[config.mk]
export PLATFORM = sky130hd
export DESIGN_NAME = basic_ops_flat
export DESIGN_NICKNAME = d
export VERILOG_FILES = /design/src/design/lsp_az_pkg.sv /design/src/design/basic_op_if.sv /design/src/design/basic_ops.sv /design/src/flat_wrapper.sv
export SDC_FILE = /design/constraint.sdc
export NUM_CORES = 2
export LEC_CHECK = 0
export BUFFER_PORTS_ARGS = -buffer_cell sky130_fd_sc_hd__buf_2
export CAP_MARGIN = 40
export CORE_UTILIZATION = 44
export DETAILED_ROUTE_END_ITERATION = 16
export PLACE_DENSITY_LB_ADDON = 0.08
export RECOVER_POWER = 100
export SYNTH_ARGS = -nofsm -noshare
export SYNTH_HDL_FRONTEND = slang
export SYNTH_SLANG_ARGS = --single-unit
[constraint.sdc]
create_clock -name vclk -period 26.4
set_input_delay 5.28 -clock vclk [all_inputs]
set_output_delay 5.28 -clock vclk [all_outputs]
set_load 0.05 [all_outputs]
[src/design/lsp_az_pkg.sv]
`default_nettype none

package lsp_az_pkg;

	//////////////////////////////////////////////////
	// Widths and scratch RAM size
	//////////////////////////////////////////////////
	localparam int ADDR_W    = 11;
	localparam int DATA_W    = 32;
	localparam int OP_W      = 16;
	localparam int MEM_DEPTH = 2048;

	typedef logic [ADDR_W-1:0] mem_addr_t;
	typedef logic signed [DATA_W-1:0] mem_word_t;
	typedef logic signed [OP_W-1:0] op_word_t;

	// A Q24 value seen whole or as the hi/lo pair used by the 32x16 multiply
	typedef union packed {
		mem_word_t w;
		struct packed {
			op_word_t        hi;
			logic [OP_W-1:0] lo;
		} h;
	} dpf_word_t;

	typedef enum logic [2:0] {
		L_MULT,
		L_MAC,
		L_MSU,
		L_ADD,
		L_SUB,
		L_SHR_R,
		L_SHL1,
		MPY_32_16
	} basic_op_t;

	//////////////////////////////////////////////////
	// Scratch memory map
	//////////////////////////////////////////////////
	localparam mem_addr_t LSP_BASE = 11'h010;
	localparam mem_addr_t F1_BASE  = 11'h020;
	localparam mem_addr_t F2_BASE  = 11'h028;
	localparam mem_addr_t AZ_BASE  = 11'h030;

	localparam int LSP_ORDER  = 10;
	localparam int HALF_ORDER = 5;

	// Q-format constants
	localparam mem_word_t F_ONE_Q24 = 32'sd16777216;
	localparam mem_word_t A0_Q12    = 32'sd4096;
	localparam op_word_t  AZ_SHIFT  = 16'sd13;
	// Q15 to Q24 step, the factor two of L_mult completes the 2*lsp term
	localparam op_word_t  LSP_SCALE = 16'sd512;

endpackage

`default_nettype wire

[src/design/basic_op_if.sv]
`default_nettype none

// One operator request per cycle, result comes back in the same cycle
interface basic_op_if
	import lsp_az_pkg::*;
();

	basic_op_t op;
	// Long operand, accumulator or 32-bit multiplicand
	mem_word_t a;
	// Short factor or shift count
	op_word_t  b;
	// Second long operand, low half is the Q15 factor of the multiplies
	mem_word_t c;
	mem_word_t result;
	logic      overflow;

	modport lsp_to_az (output op, a, b, c, input result, overflow);
	modport basic_ops (input op, a, b, c, output result, overflow);

endinterface

`default_nettype wire

[src/design/basic_ops.sv]
`default_nettype none

module basic_ops
	import lsp_az_pkg::*;
(
	basic_op_if.basic_ops ops
);

	dpf_word_t   a_dpf;
	op_word_t    c_short;
	op_word_t    lo_q15;
	logic signed [31:0] lo_prod;
	mem_word_t   lo_term;
	mem_word_t   shifted;
	logic [32:0] prod;
	logic [32:0] sum;
	logic [32:0] out;

	//////////////////////////////////////////////////
	// Saturating helpers, bit 32 of the return is the overflow flag
	//////////////////////////////////////////////////
	function automatic mem_word_t sat_long(input logic neg);
		return neg ? 32'sh8000_0000 : 32'sh7fff_ffff;
	endfunction

	function automatic logic [32:0] l_add(input mem_word_t x, input mem_word_t y);
		logic signed [32:0] s;
		s = {x[31], x} + {y[31], y};
		if (s[32] != s[31])
			return {1'b1, sat_long(s[32])};
		return {1'b0, s[31:0]};
	endfunction

	function automatic logic [32:0] l_sub(input mem_word_t x, input mem_word_t y);
		logic signed [32:0] s;
		s = {x[31], x} - {y[31], y};
		if (s[32] != s[31])
			return {1'b1, sat_long(s[32])};
		return {1'b0, s[31:0]};
	endfunction

	// Only -1 * -1 overflows
	function automatic logic [32:0] l_mult(input op_word_t x, input op_word_t y);
		logic signed [31:0] p;
		p = x * y;
		if (p == 32'sh4000_0000)
			return {1'b1, 32'h7fff_ffff};
		return {1'b0, p[30:0], 1'b0};
	endfunction

	assign a_dpf   = ops.a;
	assign c_short = ops.c[15:0];
	assign shifted = ops.a >>> ops.b[4:0];

	// Low half carries 15 bits, always positive
	assign lo_q15  = {1'b0, a_dpf.h.lo[15:1]};
	assign lo_prod = lo_q15 * ops.b;
	// mult(lo, b) then doubled as in L_mac(.., .., 1)
	assign lo_term = {{15{lo_prod[30]}}, lo_prod[30:15], 1'b0};

	always_comb
	begin
		prod = '0;
		sum  = '0;
		out  = '0;
		case (ops.op)
			L_MULT:
				out = l_mult(c_short, ops.b);
			L_MAC:
			begin
				prod = l_mult(c_short, ops.b);
				sum  = l_add(ops.a, prod[31:0]);
				out  = {prod[32] | sum[32], sum[31:0]};
			end
			L_MSU:
			begin
				prod = l_mult(c_short, ops.b);
				sum  = l_sub(ops.a, prod[31:0]);
				out  = {prod[32] | sum[32], sum[31:0]};
			end
			L_ADD:
				out = l_add(ops.a, ops.c);
			L_SUB:
				out = l_sub(ops.a, ops.c);
			L_SHR_R:
			begin
				// Counts here are never negative
				if (ops.b > 16'sd31)
					out = '0;
				else if (ops.b <= 16'sd0)
					out = {1'b0, ops.a};
				else
					out = {1'b0, shifted + {31'd0, ops.a[ops.b[4:0] - 5'd1]}};
			end
			L_SHL1:
			begin
				if (ops.a[31] != ops.a[30])
					out = {1'b1, sat_long(ops.a[31])};
				else
					out = {1'b0, ops.a[30:0], 1'b0};
			end
			MPY_32_16:
			begin
				prod = l_mult(a_dpf.h.hi, ops.b);
				sum  = l_add(prod[31:0], lo_term);
				out  = {prod[32] | sum[32], sum[31:0]};
			end
			default:
				out = '0;
		endcase
		ops.result   = out[31:0];
		ops.overflow = out[32];
	end

endmodule

`default_nettype wire

[src/flat_wrapper.sv]
// flat-port wrapper written by rule: the top's interface ports become plain ports
module basic_ops_flat import lsp_az_pkg::*;
  (ops_op, ops_a, ops_b, ops_c, ops_result, ops_overflow);
  basic_op_if ops_i ();
  input wire logic [$bits(ops_i.op)-1:0] ops_op;
  input wire logic [$bits(ops_i.a)-1:0] ops_a;
  input wire logic [$bits(ops_i.b)-1:0] ops_b;
  input wire logic [$bits(ops_i.c)-1:0] ops_c;
  output wire logic [$bits(ops_i.result)-1:0] ops_result;
  output wire logic [$bits(ops_i.overflow)-1:0] ops_overflow;
  assign ops_i.op = ops_op;
  assign ops_i.a = ops_a;
  assign ops_i.b = ops_b;
  assign ops_i.c = ops_c;
  assign ops_result = ops_i.result;
  assign ops_overflow = ops_i.overflow;
  basic_ops u_core (.ops(ops_i));
endmodule
# ---- After elaboration in Yosys (flattened, before gate mapping)
# Cells that the tools add are included.
dict set report op_classes {
  n_reduce_logical 1
  eq_ne 15
  muxes 50
  n_addsub 7
  order_cmp 3
  bitwise 3
  shifts 1
  n_mul 3
}
# op n
set op_table {}
lappend op_table {{2-to-1 mux 33 bit} 24}
lappend op_table {{case mux 33 bit (8 select lines)} 1}
lappend op_table {{2-to-1 mux 32 bit} 7}
lappend op_table {{adder 32 x 32 -> 33 bit} 2}
lappend op_table {{subtractor 32 x 32 -> 33 bit} 2}
lappend op_table {{== test 32 bit, second input constant} 2}
lappend op_table {{multiplier 16 x 16 -> 32 bit} 2}
lappend op_table {{adder 32 x 17 -> 33 bit} 1}
lappend op_table {{adder 32 x 1 -> 32 bit} 1}
lappend op_table {{>>> shifter 32 x 5 -> 32 bit} 1}
lappend op_table {{multiplier 16 x 16 -> 31 bit} 1}
lappend op_table {{2-to-1 mux 1 bit} 17}
lappend op_table {{greater-than comparator 16 x 6 -> 1 bit, second input constant} 1}
lappend op_table {{less-or-equal comparator 16 x 1 -> 1 bit, second input constant} 1}
lappend op_table {{== test 3 bit, second input constant} 4}
lappend op_table {{== test 3 x 2 -> 1 bit, second input constant} 2}
lappend op_table {{less-than comparator 5 x 6 -> 1 bit, second input constant} 1}
lappend op_table {{!= test 1 bit} 6}
lappend op_table {{binary-select mux 1 bit (select 5 bit)} 1}
lappend op_table {{subtractor 5 x 1 -> 5 bit, second input constant} 1}
lappend op_table {{== test 3 x 1 -> 1 bit, second input constant} 1}
lappend op_table {{zero test 3 bit} 1}
lappend op_table {{bitwise OR 1 bit} 3}
dict set report word_totals {
  output_inout_bits 33
  inputBits 83
  regBits 0
}

# ---- Longest topological paths before layout
dict set report depth {
  depth_word 14
  mapped_depth 53
  ltp_nobuf 45
}

# ---- Worst setup path before layout
# OpenSTA, ideal clock, no wires.
dict set report synth_timing {
  path_kind {in2out}
  start {input ops_b[4]}
  end {output ops_result[20]}
  t_required_ps 21120
  cell_stages 47
  arrival_ps 17360
  setup_slack_ps 3760
  path_cell_list {clkbuf_1 > inv_1 > clkbuf_1 > clkbuf_1 > clkbuf_1 > buf_1 > nor2_1 > fa_1 > inv_1 > fa_1 > fa_1 > inv_1 > fa_1 > fa_1 > inv_1 > fa_1 > inv_1 > ha_1 > [11 not listed] > ha_1 > inv_1 > fa_1 > nor2b_1 > o21ai_0 > nand3_1 > a2111oi_0 > nor4_1 > a21oi_1 > a2111oi_0 > o2bb2ai_1 > ha_1 > a311oi_1 > o21ai_0 > buf_2 > o2111ai_1 > and4b_1 > a22oi_1}
}
dict set report synth_via {
  elab_chain_len 13
  elab_cells_between_ends 52
}
# element line_no
set synth_rtl {}
lappend synth_rtl {{start, declared} flat_wrapper.sv:7} ;# input wire logic [$bits(ops_i.b)-1:0] ops_b;
lappend synth_rtl {{multiplier 16 x 16 -> 32 bit} basic_ops.sv:45} ;# p = x * y;
lappend synth_rtl {{== test 32 bit} basic_ops.sv:46} ;# if (p == 32'sh4000_0000)
lappend synth_rtl {{2-to-1 mux 1 bit} basic_ops.sv:46}
lappend synth_rtl {{2-to-1 mux 1 bit} basic_ops.sv:66} ;# case (ops.op)
lappend synth_rtl {{2-to-1 mux 33 bit} basic_ops.sv:48} ;# return {1'b0, p[30:0], 1'b0};
lappend synth_rtl {{2-to-1 mux 33 bit} basic_ops.sv:66}
lappend synth_rtl {{adder 32 x 17 -> 33 bit, or another cell as far along} basic_ops.sv:28} ;# s = {x[31], x} + {y[31], y};
lappend synth_rtl {{!= test 1 bit (on tied branches)} {basic_ops.sv:29, basic_ops.sv:37}}
lappend synth_rtl {{2-to-1 mux 1 bit (on tied branches)} {basic_ops.sv:29, basic_ops.sv:37}}
lappend synth_rtl {{2-to-1 mux 1 bit} basic_ops.sv:66}
lappend synth_rtl {{2-to-1 mux 33 bit (on tied branches)} {basic_ops.sv:31, basic_ops.sv:39}}
lappend synth_rtl {{2-to-1 mux 33 bit} basic_ops.sv:66}
lappend synth_rtl {{case mux 33 bit (8 select lines) *} basic_ops.sv:66}
lappend synth_rtl {{end, declared} flat_wrapper.sv:9} ;# output wire logic [$bits(ops_i.result)-1:0] ops_result;
# Every way passes the cells marked *; elsewhere a longest branch is shown, timed or not. The select of a mux whose other input is x is not followed.

# ---- Worst setup path after layout
dict set report layout_timing {
  start {input ops_b[3]}
  end {output ops_result[2]}
}
# The elaborated chain is that of the path after synthesis.

==> metrics.txt <==
Pre-Repair DR Iteration Count=6; setup bufs post-CTS=0; Non-Filler Instances=6,503; wire length after detailed routing=164,000 um; IO buf count=116; Hold Slack=11.24 ns; Core ar.=95,600 um2; count leader, synth=inv_1; vias in the first global route=38.5k; most frequent cells after synthesis=inv_1 (934), fa_1 (708), nand2_1 (564), ha_1 (461), nor2_1 (296); Hold Buf Count CTS=0; Crit path top cell by count=fa_1; Critical Path Source Type=input pin; Routed WL per cell=25.2 um; setup TNS=0 ns; Max stage delay on crit path=0.89 ns; RSZ-0062 raised after global routing=false; Arr. time, crit path=19.99 ns; Post-Syn Area per Cell=8.01 um2; Slowest-stage cell, CP=fa_1; Slew Limit Fails=0; Critical Path RT=21.12 ns; initial DRC count=3,630; Inst Count DP=6,499; total track usage=33.5%; Highest Clock Rate=0.0396 GHz; Seq/Total Area, Yosys=0%; nets@finish=6,489; Final Cycle Share=95.7%; yosys warns=0; syn nets=6,587; Vias=38.3k; Die ar.=98,300 um2; initial antenna violation count=11; Detailed Place HPWL=132,000 um; I/O pins=116; area grow syn2layout=3.80%; Post-DRT Antenna Nets=0; most area-consuming cells after synthesis=fa_1 (33%), ha_1 (14%), inv_1 (8.2%); max-cap violations=0; vias per inst=5.88; cell type with the largest total area after synthesis=fa_1; Cells after Synth=5,335; fill count=9,779; Synth top area share=33.2%; Placement Rows=113; fraction of layout cells with a size suffix above 1=5.98%; gpl congestion=1.03; seq_cells=0; critical path class=input pin to output pin; Worst-Margin Slew=1.00 ns; grt ovf=0; Worst slew margin=31.5%; drt drc=0; Starting Density=44.7%; setup ws final=1.13 ns; Max Fanout on Critical Path=38; # resized after CTS=0; final hold vios=0; DIE HEIGHT=314 um; clock buffer count=0; Post-Syn Area=42,700 um2; Period minus WS final=25.27 ns; Die W=314 um; Critical Path Sink Type=output pin; register area=0 um2; status=finished, final reports clean; final setup violation count=0; hold crit path type=input pin to output pin; first-pass GRT wire length=249,000 um; Yosys cell types=96; largest net degree at the start of global routing=50; pre-CTS WS=1.91 ns
## layout make-up
cell class / count / area, um2 / share of cell area (%)
Multi-Input combinational cell: 4088 / 37900 / 85.5
Inverter: 936 / 3510 / 7.93
Tap cell: 1265 / 1580 / 3.57
Timing Repair Buffer: 211 / 1310 / 2.94
Antenna cell: 3 / 7.51 / 0.0169
## worst paths after layout
path | start | endpoint | slack, ns | cells past startpoint
min | ops_op[1] | ops_overflow | 11.24 | 4
max | ops_b[3] | ops_result[2] | 1.13 | 44
## kinds of logic (layout without fill, tap and decap cells)
kind of cell               count (synthesis)  in the layout  share of synthesized area [%]
muxes                                     90             90                           3.45
AOI/OAI and AO/OA                        994            994                           15.3
xor gates and xnor gates                 233            233                           4.81
other                                      0              3                              0
buffers and inverters                   1247           1147                           11.3
adders and majority gates               1169           1169                           46.7
and+or+nand+nor                         1602           1602                           18.5
## critical path: cells and delay by family
| family | cells | cell delay (ns) |
|---|---|---|
| xor+xnor | 1 | 0.17 |
| buf+inv | 9 | 2.36 |
| fa+ha+maj | 9 | 4.27 |
| simple gates | 10 | 3.31 |
| compound gates | 15 | 4.52 |
## placed cells by master (no fill, tap or decap), types with 59 or more instances in the layout
cell type | Yosys | layout
buf_4 | 5 | 89
nor2_1 | 296 | 293
nand2_1 | 564 | 564
a21o_1 | 87 | 87
nand2b_1 | 59 | 59
o21ai_0 | 248 | 248
nand3_1 | 61 | 61
buf_2 | 18 | 95
fa_1 | 708 | 708
and2_1 | 288 | 288
nor3_1 | 72 | 72
ha_1 | 461 | 461
inv_1 | 934 | 934
a21oi_1 | 218 | 218
xnor2_1 | 178 | 178
## stage by stage
stage | util [%] | area [um2]
4_1_cts | 46.4 | 44400
3_3_place_gp | 46.3 | 44200
3_5_place_dp | 46.4 | 44400
5_1_grt | 46.4 | 44300
6_report | 46.4 | 44300
2_1_floorplan | - | 42700
## metal layers
metal  GRT usage (%)  wire, um
met2            53.3     73300
met4            9.83      6140
met1            47.4     71100
met5               0        70
met3            4.50     13200
