==> src/design/lsp_az_pkg.sv <==
`default_nettype none

package lsp_az_pkg;

	//////////////////////////////////////////////////
	// Widths and scratch RAM size
	//////////////////////////////////////////////////
	localparam int ADDR_W    = 11;
	localparam int DATA_W    = 32;
	localparam int OP_W      = 16;
	localparam int MEM_DEPTH = 2048;

	typedef logic [ADDR_W-1:0] mem_addr_t;
	typedef logic signed [DATA_W-1:0] mem_word_t;
	typedef logic signed [OP_W-1:0] op_word_t;

	// A Q24 value seen whole or as the hi/lo pair used by the 32x16 multiply
	typedef union packed {
		mem_word_t w;
		struct packed {
			op_word_t        hi;
			logic [OP_W-1:0] lo;
		} h;
	} dpf_word_t;

	typedef enum logic [2:0] {
		L_MULT,
		L_MAC,
		L_MSU,
		L_ADD,
		L_SUB,
		L_SHR_R,
		L_SHL1,
		MPY_32_16
	} basic_op_t;

	//////////////////////////////////////////////////
	// Scratch memory map
	//////////////////////////////////////////////////
	localparam mem_addr_t LSP_BASE = 11'h010;
	localparam mem_addr_t F1_BASE  = 11'h020;
	localparam mem_addr_t F2_BASE  = 11'h028;
	localparam mem_addr_t AZ_BASE  = 11'h030;

	localparam int LSP_ORDER  = 10;
	localparam int HALF_ORDER = 5;

	// Q-format constants
	localparam mem_word_t F_ONE_Q24 = 32'sd16777216;
	localparam mem_word_t A0_Q12    = 32'sd4096;
	localparam op_word_t  AZ_SHIFT  = 16'sd13;
	// Q15 to Q24 step, the factor two of L_mult completes the 2*lsp term
	localparam op_word_t  LSP_SCALE = 16'sd512;

endpackage

`default_nettype wire

==> src/design/basic_op_if.sv <==
`default_nettype none

// One operator request per cycle, result comes back in the same cycle
interface basic_op_if
	import lsp_az_pkg::*;
();

	basic_op_t op;
	// Long operand, accumulator or 32-bit multiplicand
	mem_word_t a;
	// Short factor or shift count
	op_word_t  b;
	// Second long operand, low half is the Q15 factor of the multiplies
	mem_word_t c;
	mem_word_t result;
	logic      overflow;

	modport lsp_to_az (output op, a, b, c, input result, overflow);
	modport basic_ops (input op, a, b, c, output result, overflow);

endinterface

`default_nettype wire

==> src/design/scratch_mem_if.sv <==
`default_nettype none

// Sequencer side of the scratch RAM, read data one cycle after rd_addr
interface scratch_mem_if
	import lsp_az_pkg::*;
();

	mem_addr_t rd_addr;
	mem_word_t rd_data;
	mem_addr_t wr_addr;
	mem_word_t wr_data;
	// Write lands on the clock edge
	logic      wr_en;

	modport lsp_to_az (
		output rd_addr, wr_addr, wr_data, wr_en,
		input  rd_data
	);

	modport memory (
		input  rd_addr, wr_addr, wr_data, wr_en,
		output rd_data
	);

endinterface

`default_nettype wire

==> src/design/lsp_to_az.sv <==
`default_nettype none

module lsp_to_az
	import lsp_az_pkg::*;
(
	input  logic i_clock,
	input  logic i_rst_n,
	input  logic i_start,
	output logic o_done,
	basic_op_if.lsp_to_az    ops,
	scratch_mem_if.lsp_to_az mem
);

	typedef enum logic [4:0] {
		S_IDLE, S_SEED, S_F1, S_LSP_RD, S_COPY_RD, S_COPY,
		S_RD_K, S_RD_K1, S_MPY, S_SHL, S_ADD, S_SUB, S_MSU_RD, S_MSU,
		S_FRD0, S_FRD1, S_FRD2, S_FRD3, S_FSUB,
		S_AZ_SUM, S_AZ_LO, S_AZ_DIF, S_AZ_HI, S_A0
	} state_t;

	state_t     state;
	state_t     state_n;
	logic       poly;
	logic [2:0] i;
	logic [2:0] k;
	logic       done;
	dpf_word_t  rd_word;
	op_word_t   lsp_q;
	mem_word_t  fk;
	mem_word_t  acc;
	mem_word_t  fm;

	function automatic mem_addr_t f_addr(input logic sel, input logic [2:0] idx);
		return (sel ? F2_BASE : F1_BASE) + mem_addr_t'(idx);
	endfunction

	// F values use the whole word, an LSP sits in the low half
	assign rd_word = mem.rd_data;
	assign o_done  = done;

	//////////////////////////////////////////////////
	// Operator requests, memory port and next state
	//////////////////////////////////////////////////
	always_comb
	begin
		state_n     = state;
		ops.op      = L_ADD;
		ops.a       = fk;
		ops.b       = lsp_q;
		ops.c       = acc;
		mem.rd_addr = f_addr(poly, k);
		mem.wr_addr = f_addr(poly, k);
		mem.wr_data = ops.result;
		mem.wr_en   = 1'b0;
		case (state)
			S_IDLE:
				if (i_start)
					state_n = S_SEED;
			S_SEED:
			begin
				mem.rd_addr = LSP_BASE + mem_addr_t'(poly);
				mem.wr_addr = f_addr(poly, 3'd0);
				mem.wr_data = F_ONE_Q24;
				mem.wr_en   = 1'b1;
				state_n     = S_F1;
			end
			// f[1] = -2 * lsp in Q24
			S_F1:
			begin
				ops.op      = L_MULT;
				ops.b       = -LSP_SCALE;
				ops.c       = rd_word.w;
				mem.wr_addr = f_addr(poly, 3'd1);
				mem.wr_en   = 1'b1;
				state_n     = S_LSP_RD;
			end
			S_LSP_RD:
			begin
				mem.rd_addr = LSP_BASE + mem_addr_t'({i - 3'd1, poly});
				state_n     = S_COPY_RD;
			end
			S_COPY_RD:
			begin
				mem.rd_addr = f_addr(poly, i - 3'd2);
				state_n     = S_COPY;
			end
			// Symmetry gives f[i] = f[i-2] before the update
			S_COPY:
			begin
				mem.wr_addr = f_addr(poly, i);
				mem.wr_data = rd_word.w;
				mem.wr_en   = 1'b1;
				state_n     = S_RD_K;
			end
			S_RD_K:
				state_n = S_RD_K1;
			S_RD_K1:
			begin
				mem.rd_addr = f_addr(poly, k - 3'd1);
				state_n     = S_MPY;
			end
			S_MPY:
			begin
				mem.rd_addr = f_addr(poly, k - 3'd2);
				ops.op      = MPY_32_16;
				ops.a       = rd_word.w;
				state_n     = S_SHL;
			end
			S_SHL:
			begin
				ops.op  = L_SHL1;
				ops.a   = acc;
				state_n = S_ADD;
			end
			S_ADD:
			begin
				ops.c   = fm;
				state_n = S_SUB;
			end
			// f[k] = f[k] + f[k-2] - 2 * lsp * f[k-1]
			S_SUB:
			begin
				ops.op    = L_SUB;
				mem.wr_en = 1'b1;
				state_n   = (k == 3'd2) ? S_MSU_RD : S_RD_K;
			end
			S_MSU_RD:
			begin
				mem.rd_addr = f_addr(poly, 3'd1);
				state_n     = S_MSU;
			end
			S_MSU:
			begin
				ops.op      = L_MSU;
				ops.a       = rd_word.w;
				ops.b       = LSP_SCALE;
				ops.c       = {{16{lsp_q[15]}}, lsp_q};
				mem.wr_addr = f_addr(poly, 3'd1);
				mem.wr_en   = 1'b1;
				if (i != 3'(HALF_ORDER))
					state_n = S_LSP_RD;
				else
					state_n = poly ? S_FRD0 : S_SEED;
			end

			//////////////////////////////////////////////////
			// Fold F1 and F2, then form a[k] and a[11-k]
			//////////////////////////////////////////////////
			S_FRD0:
			begin
				mem.rd_addr = f_addr(1'b0, k);
				state_n     = S_FRD1;
			end
			S_FRD1:
			begin
				mem.rd_addr = f_addr(1'b0, k - 3'd1);
				state_n     = S_FRD2;
			end
			S_FRD2:
			begin
				mem.rd_addr = f_addr(1'b1, k);
				ops.c       = rd_word.w;
				state_n     = S_FRD3;
			end
			S_FRD3:
			begin
				mem.rd_addr = f_addr(1'b1, k - 3'd1);
				state_n     = S_FSUB;
			end
			S_FSUB:
			begin
				ops.op  = L_SUB;
				ops.a   = fm;
				ops.c   = rd_word.w;
				state_n = S_AZ_SUM;
			end
			S_AZ_SUM:
				state_n = S_AZ_LO;
			S_AZ_LO, S_AZ_HI:
			begin
				ops.op      = L_SHR_R;
				ops.a       = fm;
				ops.b       = AZ_SHIFT;
				mem.wr_data = {{16{ops.result[15]}}, ops.result[15:0]};
				mem.wr_en   = 1'b1;
				if (state == S_AZ_LO)
				begin
					mem.wr_addr = AZ_BASE + mem_addr_t'(k);
					state_n     = S_AZ_DIF;
				end
				else
				begin
					mem.wr_addr = AZ_BASE + mem_addr_t'(LSP_ORDER + 1) - mem_addr_t'(k);
					state_n     = (k == 3'd1) ? S_A0 : S_FRD0;
				end
			end
			S_AZ_DIF:
			begin
				ops.op  = L_SUB;
				state_n = S_AZ_HI;
			end
			S_A0:
			begin
				mem.wr_addr = AZ_BASE;
				mem.wr_data = A0_Q12;
				mem.wr_en   = 1'b1;
				state_n     = S_IDLE;
			end
			default:
				state_n = S_IDLE;
		endcase
	end

	// Control state and loop counters
	always_ff @(posedge i_clock or negedge i_rst_n)
	begin
		if (!i_rst_n)
		begin
			state <= S_IDLE;
			poly  <= 1'b0;
			i     <= '0;
			k     <= '0;
			done  <= 1'b0;
		end
		else
		begin
			state <= state_n;
			done  <= (state == S_A0);
			case (state)
				S_IDLE:
					poly <= 1'b0;
				S_F1:
					i <= 3'd2;
				S_COPY:
					k <= i;
				S_SUB, S_AZ_HI:
					k <= k - 3'd1;
				S_MSU:
				begin
					i <= i + 3'd1;
					k <= 3'(HALF_ORDER);
					if (i == 3'(HALF_ORDER))
						poly <= ~poly;
				end
				default:
					;
			endcase
		end
	end

	// Operand and partial result registers
	always_ff @(posedge i_clock)
	begin
		case (state)
			S_COPY_RD:
				lsp_q <= rd_word.h.lo;
			S_RD_K1, S_FRD1:
				fk <= rd_word.w;
			S_ADD, S_FRD2:
				fk <= ops.result;
			S_MPY, S_FSUB:
				acc <= ops.result;
			S_SHL:
			begin
				acc <= ops.result;
				fm  <= rd_word.w;
			end
			S_FRD3:
				fm <= rd_word.w;
			S_AZ_SUM, S_AZ_DIF:
				fm <= ops.result;
			default:
				;
		endcase
	end

endmodule

`default_nettype wire

==> src/flat_wrapper.sv <==
// flat-port wrapper written by rule: the top's interface ports become plain ports
module lsp_to_az_flat import lsp_az_pkg::*;
  (i_clock, i_rst_n, i_start, o_done, ops_op, ops_a, ops_b, ops_c, ops_result, ops_overflow, mem_rd_addr, mem_wr_addr, mem_wr_data, mem_wr_en, mem_rd_data);
  basic_op_if ops_i ();
  scratch_mem_if mem_i ();
  input  logic i_clock;
  input  logic i_rst_n;
  input  logic i_start;
  output logic o_done;
  output wire logic [$bits(ops_i.op)-1:0] ops_op;
  output wire logic [$bits(ops_i.a)-1:0] ops_a;
  output wire logic [$bits(ops_i.b)-1:0] ops_b;
  output wire logic [$bits(ops_i.c)-1:0] ops_c;
  input wire logic [$bits(ops_i.result)-1:0] ops_result;
  input wire logic [$bits(ops_i.overflow)-1:0] ops_overflow;
  output wire logic [$bits(mem_i.rd_addr)-1:0] mem_rd_addr;
  output wire logic [$bits(mem_i.wr_addr)-1:0] mem_wr_addr;
  output wire logic [$bits(mem_i.wr_data)-1:0] mem_wr_data;
  output wire logic [$bits(mem_i.wr_en)-1:0] mem_wr_en;
  input wire logic [$bits(mem_i.rd_data)-1:0] mem_rd_data;
  assign ops_op = ops_i.op;
  assign ops_a = ops_i.a;
  assign ops_b = ops_i.b;
  assign ops_c = ops_i.c;
  assign ops_i.result = ops_result;
  assign ops_i.overflow = ops_overflow;
  assign mem_rd_addr = mem_i.rd_addr;
  assign mem_wr_addr = mem_i.wr_addr;
  assign mem_wr_data = mem_i.wr_data;
  assign mem_wr_en = mem_i.wr_en;
  assign mem_i.rd_data = mem_rd_data;
  lsp_to_az u_core (.i_clock(i_clock), .i_rst_n(i_rst_n), .i_start(i_start), .o_done(o_done), .ops(ops_i), .mem(mem_i));
endmodule
==> config.mk <==
export PLATFORM = sky130hd
export DESIGN_NAME = lsp_to_az_flat
export DESIGN_NICKNAME = d
export VERILOG_FILES = /design/src/design/lsp_az_pkg.sv /design/src/design/basic_op_if.sv /design/src/design/scratch_mem_if.sv /design/src/design/lsp_to_az.sv /design/src/flat_wrapper.sv
export SDC_FILE = /design/constraint.sdc
export NUM_CORES = 1
export LEC_CHECK = 0
export ABC_AREA = 1
export BUFFER_PORTS_ARGS = -buffer_cell sky130_fd_sc_hd__buf_2
export CORE_MARGIN = 5
export CORE_UTILIZATION = 55
export DETAILED_ROUTE_END_ITERATION = 6
export PLACE_DENSITY = 0.81
export REMOVE_ABC_BUFFERS = 1
export SYNTH_ARGS = -nofsm -noshare
export SYNTH_HDL_FRONTEND = slang
export SYNTH_SLANG_ARGS = --single-unit
==> constraint.sdc <==
create_clock -name i_clock -period 8.5 [get_ports i_clock]
set_clock_uncertainty 0.2 [all_clocks]
set_input_delay 0.85 -clock i_clock [delete_from_list [all_inputs] [get_ports i_clock]]
set_output_delay 0.85 -clock i_clock [all_outputs]
set_load 0.01 [all_outputs]
======== Yosys cells after proc, flatten, opt, wreduce, memory -nomap -nowiden ========
Index checks and enable logic that the tools add are counted.
cells by class
  reduce and logical (&&, ||, !) cells .... 20
  mux-type cells .......................... 23
  bitwise logic cells ..................... 1
  equality and inequality tests ........... 29
  add/sub/neg operators ................... 19
operator list
  operator                                       number
  case mux 32 bit (3 select lines)               2
  case mux 32 bit (2 select lines)               2
  case mux 32 bit (4 select lines)               1
  case mux 11 bit (10 select lines)              1
  case mux 5 bit (22 select lines)               1
  case mux 11 bit (5 select lines)               1
  case mux 16 bit (3 select lines)               1
  adder 11 x 3 -> 11 bit                         4
  == test 5 x 4 -> 1 bit, second input constant  8
  == test 5 bit, second input constant           8
  adder 6 x 3 -> 7 bit, first input constant     5
  == test 5 x 3 -> 1 bit, second input constant  4
  two-way mux 5 bit                              4
  case mux 3 bit (6 select lines)                1
  OR reduction 2 bit                             8
  two-way mux 4 bit                              3
  OR reduction 3 bit                             4
  adder 11 x 1 -> 11 bit, second input constant  1
  two-way mux 11 bit                             1
  == test 5 x 2 -> 1 bit, second input constant  2
  case mux 3 bit (3 select lines)                1
  nonzero test 2 bit                             4
  OR reduction 8 bit                             1
  adder 6 x 3 -> 7 bit                           1
  other kinds (20)                               23
word-level totals
  flip-flop bits (word level) ............. 125

======== Logic depth before layout (Yosys ltp) ========
  depth after elaboration ................. 4
  gate-level depth with buffers ........... 11

======== Worst setup path before layout ========
Ideal clock, no wire load.
  path type ............................... register to output
  from .................................... register u_core.state[0]
  to ...................................... output mem_rd_addr[0]
  path buffers ............................ 0
  arrival ................................. 1.636 ns
  stages on the path, launching flop included .. 8
  path slack .............................. 5.814 ns
  path through ............................ dfrtp_1 -> nor2_1 -> nand3_1 -> inv_1 -> nand2_1 -> nand3_1 -> a21oi_1 -> nand2_1
on the way
  word-level cells in the longest chain between the ends .. 2
  elaborated cells on any way between the ends .. 11
  those cells by class .................... eq/ne (10); mux (1)
ends and longest elaborated chain
  what                                         line                text
  from (decl)                                  lsp_to_az.sv:21     state_t state;
  from (signal assigned)                       lsp_to_az.sv:227    state <= state_n;
  == test 5 bit, or another cell as far along  lsp_to_az.sv:55     case (state)
  case mux 11 bit (10 select lines) (*)        lsp_to_az.sv:55
  to (decl)                                    flat_wrapper.sv:16  output wire logic [$bits(mem_i.rd_addr)-1:0] mem_rd_addr;
Mark *: on every way between the ends. The rest lies on a longest branch, timed or not.

======== Worst setup path after layout ========
  from .................................... register u_core.state[4]
  to ...................................... output ops_a[28]
on the way
  word-level cells in the longest chain between the ends .. 3
  elaborated cells on any way between the ends .. 9
  those cells by class .................... eq/ne (6); mux (1); reduce/logical (2)
ends and longest elaborated chain
  what                                                                       line                text
  == test 5 bit / == test 5 x 4 -> 1 bit (equally long branches)             lsp_to_az.sv:55
  OR reduction 3 bit (no line) / OR reduction 2 bit (equally long branches)  -
  case mux 32 bit (3 select lines) (*)                                       lsp_to_az.sv:55
  to (decl)                                                                  flat_wrapper.sv:11  output wire logic [$bits(ops_i.a)-1:0] ops_a;
Marks and branches as above.

==> results.md <==
* Syn Area/Cell at 7.975 µm²
* H-tree depth at 4
* Worst setup path start: u_core.state[4]
* Chip Width at 128.4 µm
* # setup viols final at 0
* Post-synthesis sequential area ratio at 47.88%
* Area leader, netlist: edfxtp_1
* Max Clk Rate at 233.0 MHz
* Yosys cell types at 37
* Crit-path max FO at 33
* Clock period minus final worst setup slack at 4.291 ns
* PortBufs at 194
* TritonRoute pass-1 iters at 6
* Core footprint at 13830 µm²
* Fraction of layout cells with a size suffix above 1 at 23.03%
* Warnings, synthesis at 0
* CTS tree: done
* Status: complete, no violations
* Die footprint at 16470 µm²
* Skew-Pair Late Insertion Delay at 0.41 ns
* Arr. time, crit path at 3.24 ns
* Final wirelength at 25680 µm
* Synthesized flop and latch total at 125
* Reg2reg start: u_core.state[4]
* Clock-pin slew of the registers on the worst-case setup and hold paths at 0.05 ns
* Post-CTS setup buffers at 0
* Largest net degree at the start of global routing at 65
* CTS buffer count at 17
* Synth Cell Area at 7704 µm²
* Root Buffer: clkbuf_16
* FILL cells at 1199
* Final period util at 50.48%
* WHS at 0.1525 ns
* Starting DRT DRC Count at 920
* Max Cap Viol at 0
* Top cells by area, synth: edfxtp_1, nand2_1, nand3_1
* Maximum VDD drop at 201.7 µV
* Routed via count at 7874
* Footprint of the multi-input gates at 3438 µm²
* CP Capture Type: primary output
* Gp weighted congestion at 0.9971
* Vias in the first global route at 7500
* Cts repair resizes at 0
* Clock sinks at 125
* Initial Util at 55.71%
* Async S/R FF share, synth at 10.40%
* I/O pin cnt at 207
* Drt wl/cell at 19.41 µm
* Actual slew at the worst max-slew pin at 1.074 ns
* GRT overflow at 0
* DRC at 0
* HP Class: in2async
* DIE HEIGHT at 128.4 µm
* RSZ-0062 raised after global routing: no
* Post-CTS Hold Buffers at 0
* Dpl hpwl at 16450 µm
* Fin. max-slew vios at 0
* FP Rows at 43
* Fin Setup TNS at 0 ns
* Data required, critical path at 7.45 ns
* First-pass GRT wire length at 39470 µm
* Initial antenna violation count at 1
* PD cells at 327.9 nW/µm²
* Max-Slew Margin vs Limit at 28.21%
* LEAKAGE at 0.004179 µW
* GR Util All Layers at 31.03%
* Yosys top cell area share at 43.66%
* Syn Inst Count at 966
* Reg area at 3689 µm²
* Nets at 1205
* DR vias/cell at 5.952
* CP Class: reg2out
* Element type at the critical path start: flop
* EDFF count, synth at 112
* P&R area growth vs syn at 18.55%
* Clock buffer depth at 2
* Final Hold Viols at 0
* Top_reg_cell synth: edfxtp_1
* Post-route antenna net violation count at 0
-- state kept, by name, summed over array words and instances, names as in the netlist --
| name | count |
|---|---|
| u_core.fm | 32 |
| u_core.o_done | 1 |
| u_core.k | 3 |
| u_core.fk | 32 |
| u_core.poly | 1 |
| u_core.i | 3 |
| u_core.acc | 32 |
| u_core.lsp_q | 16 |
| u_core.state | 5 |
-- critical path: stages, from the launching register on --
cell and delay, ns:
dfrtp_1 0.51, inv_2 0.29, nor2_2 0.13, nor2_4 0.77, inv_2 0.58, nand2_1 0.21
nand4_1 0.13, buf_2 0.17
-- report_power, final --
part	switching, µW	internal [µW]
Clock	251	365
Combinational	1010	472
Sequential	74.6	826
-- cells in the final DEF, fill, tap and decap left out, types with 21 or more instances in the layout --
| cell type | n |
|---|---|
| buf_2 | 194 |
| nor2_1 | 33 |
| nand2_1 | 346 |
| o21ai_1 | 21 |
| nand4_1 | 43 |
| inv_1 | 62 |
| nand3_1 | 93 |
| edfxtp_1 | 112 |
| a21oi_1 | 25 |
| a22oi_1 | 28 |
| o21ai_0 | 63 |
-- Yosys cell counts, types with 2 or more instances --
| library cell | count |
|---|---|
| dfrtp_1 | 13 |
| nor3_2 | 2 |
| nand3_1 | 94 |
| a21oi_1 | 25 |
| nand2_2 | 5 |
| o21ai_0 | 63 |
| clkbuf_1 | 9 |
| buf_2 | 29 |
| edfxtp_1 | 112 |
| conb_1 | 2 |
| o211ai_1 | 2 |
| nor2_1 | 34 |
| xor2_1 | 4 |
| nor2_2 | 7 |
| nand4_1 | 43 |
| nor3_1 | 4 |
| inv_1 | 62 |
| nor2_4 | 3 |
| nand3_2 | 4 |
| nand3b_1 | 2 |
| buf_6 | 2 |
| nand2_1 | 348 |
| a22oi_1 | 28 |
| inv_2 | 8 |
| buf_4 | 24 |
| ha_1 | 6 |
| o21ai_1 | 21 |
-- through the flow --
step,utilization [%],instance area (µm²),instances,power [µW],setup WS (ns)
after floorplan,-,7356,911,1736,5.004
after global placement,62.47,8638,1292,2356,4.690
after detailed placement,62.47,8638,1292,2367,4.681
after CTS,66.03,9130,1322,2984,4.207
after global routing,66.05,9133,1323,3168,4.041
final,66.05,9133,1323,2995,4.209
-- final cells by class --
type | count | area share (%)
Clock buffer | 22 | 4.864
Inverter | 70 | 2.877
Sequential cell | 125 | 40.39
Tap cell | 180 | 2.466
Multi-Input combinational cell | 716 | 37.65
Clock inverter | 8 | 0.5206
Antenna cell | 1 | 0.02740
Timing Repair Buffer | 201 | 11.21
-- cell families (layout without fill, tap and decap cells) --
kind of cell / count (synthesis) / in the layout / share of synthesized area, %
AO/OA/AOI/OAI: 144 / 144 / 10.54
XOR/XNOR: 5 / 5 / 0.5684
other: 2 / 12 / 0.09749
flip-flops: 125 / 125 / 47.88
adder cells (fa/ha/maj): 6 / 6 / 0.9745
AND/OR/NAND/NOR: 550 / 550 / 31.57
buffers and inverters: 134 / 301 / 8.364
-- layer usage --
| layer | track usage, % | share of wire [%] | vias to the layer above |
|---|---|---|---|
| met4 | 12.36 | 2.9 | 0 |
| met2 | 51.85 | 49 | 552 |
| li1 | - | - | 3610 |
| met3 | 5.604 | 12 | 70 |
| met5 | 0 | 0 | - |
| met1 | 40.21 | 37 | 3642 |
-- path summary, 6_finish.rpt --
kind | endpoint | slack, ns | depth (start not counted)
max | ops_a[28] | 4.21 | 7
min | u_core.poly | 0.15 | 1
max reg2reg | u_core.fk[13] | 5.50 | 6
min reg2reg | u_core.poly | 0.43 | 1
max in group asynchronous | u_core.state[4] | 7.66 | 1
min in group i_clock | u_core.poly | 0.43 | 1
Note: power is estimated with default switching activity, not from simulation.
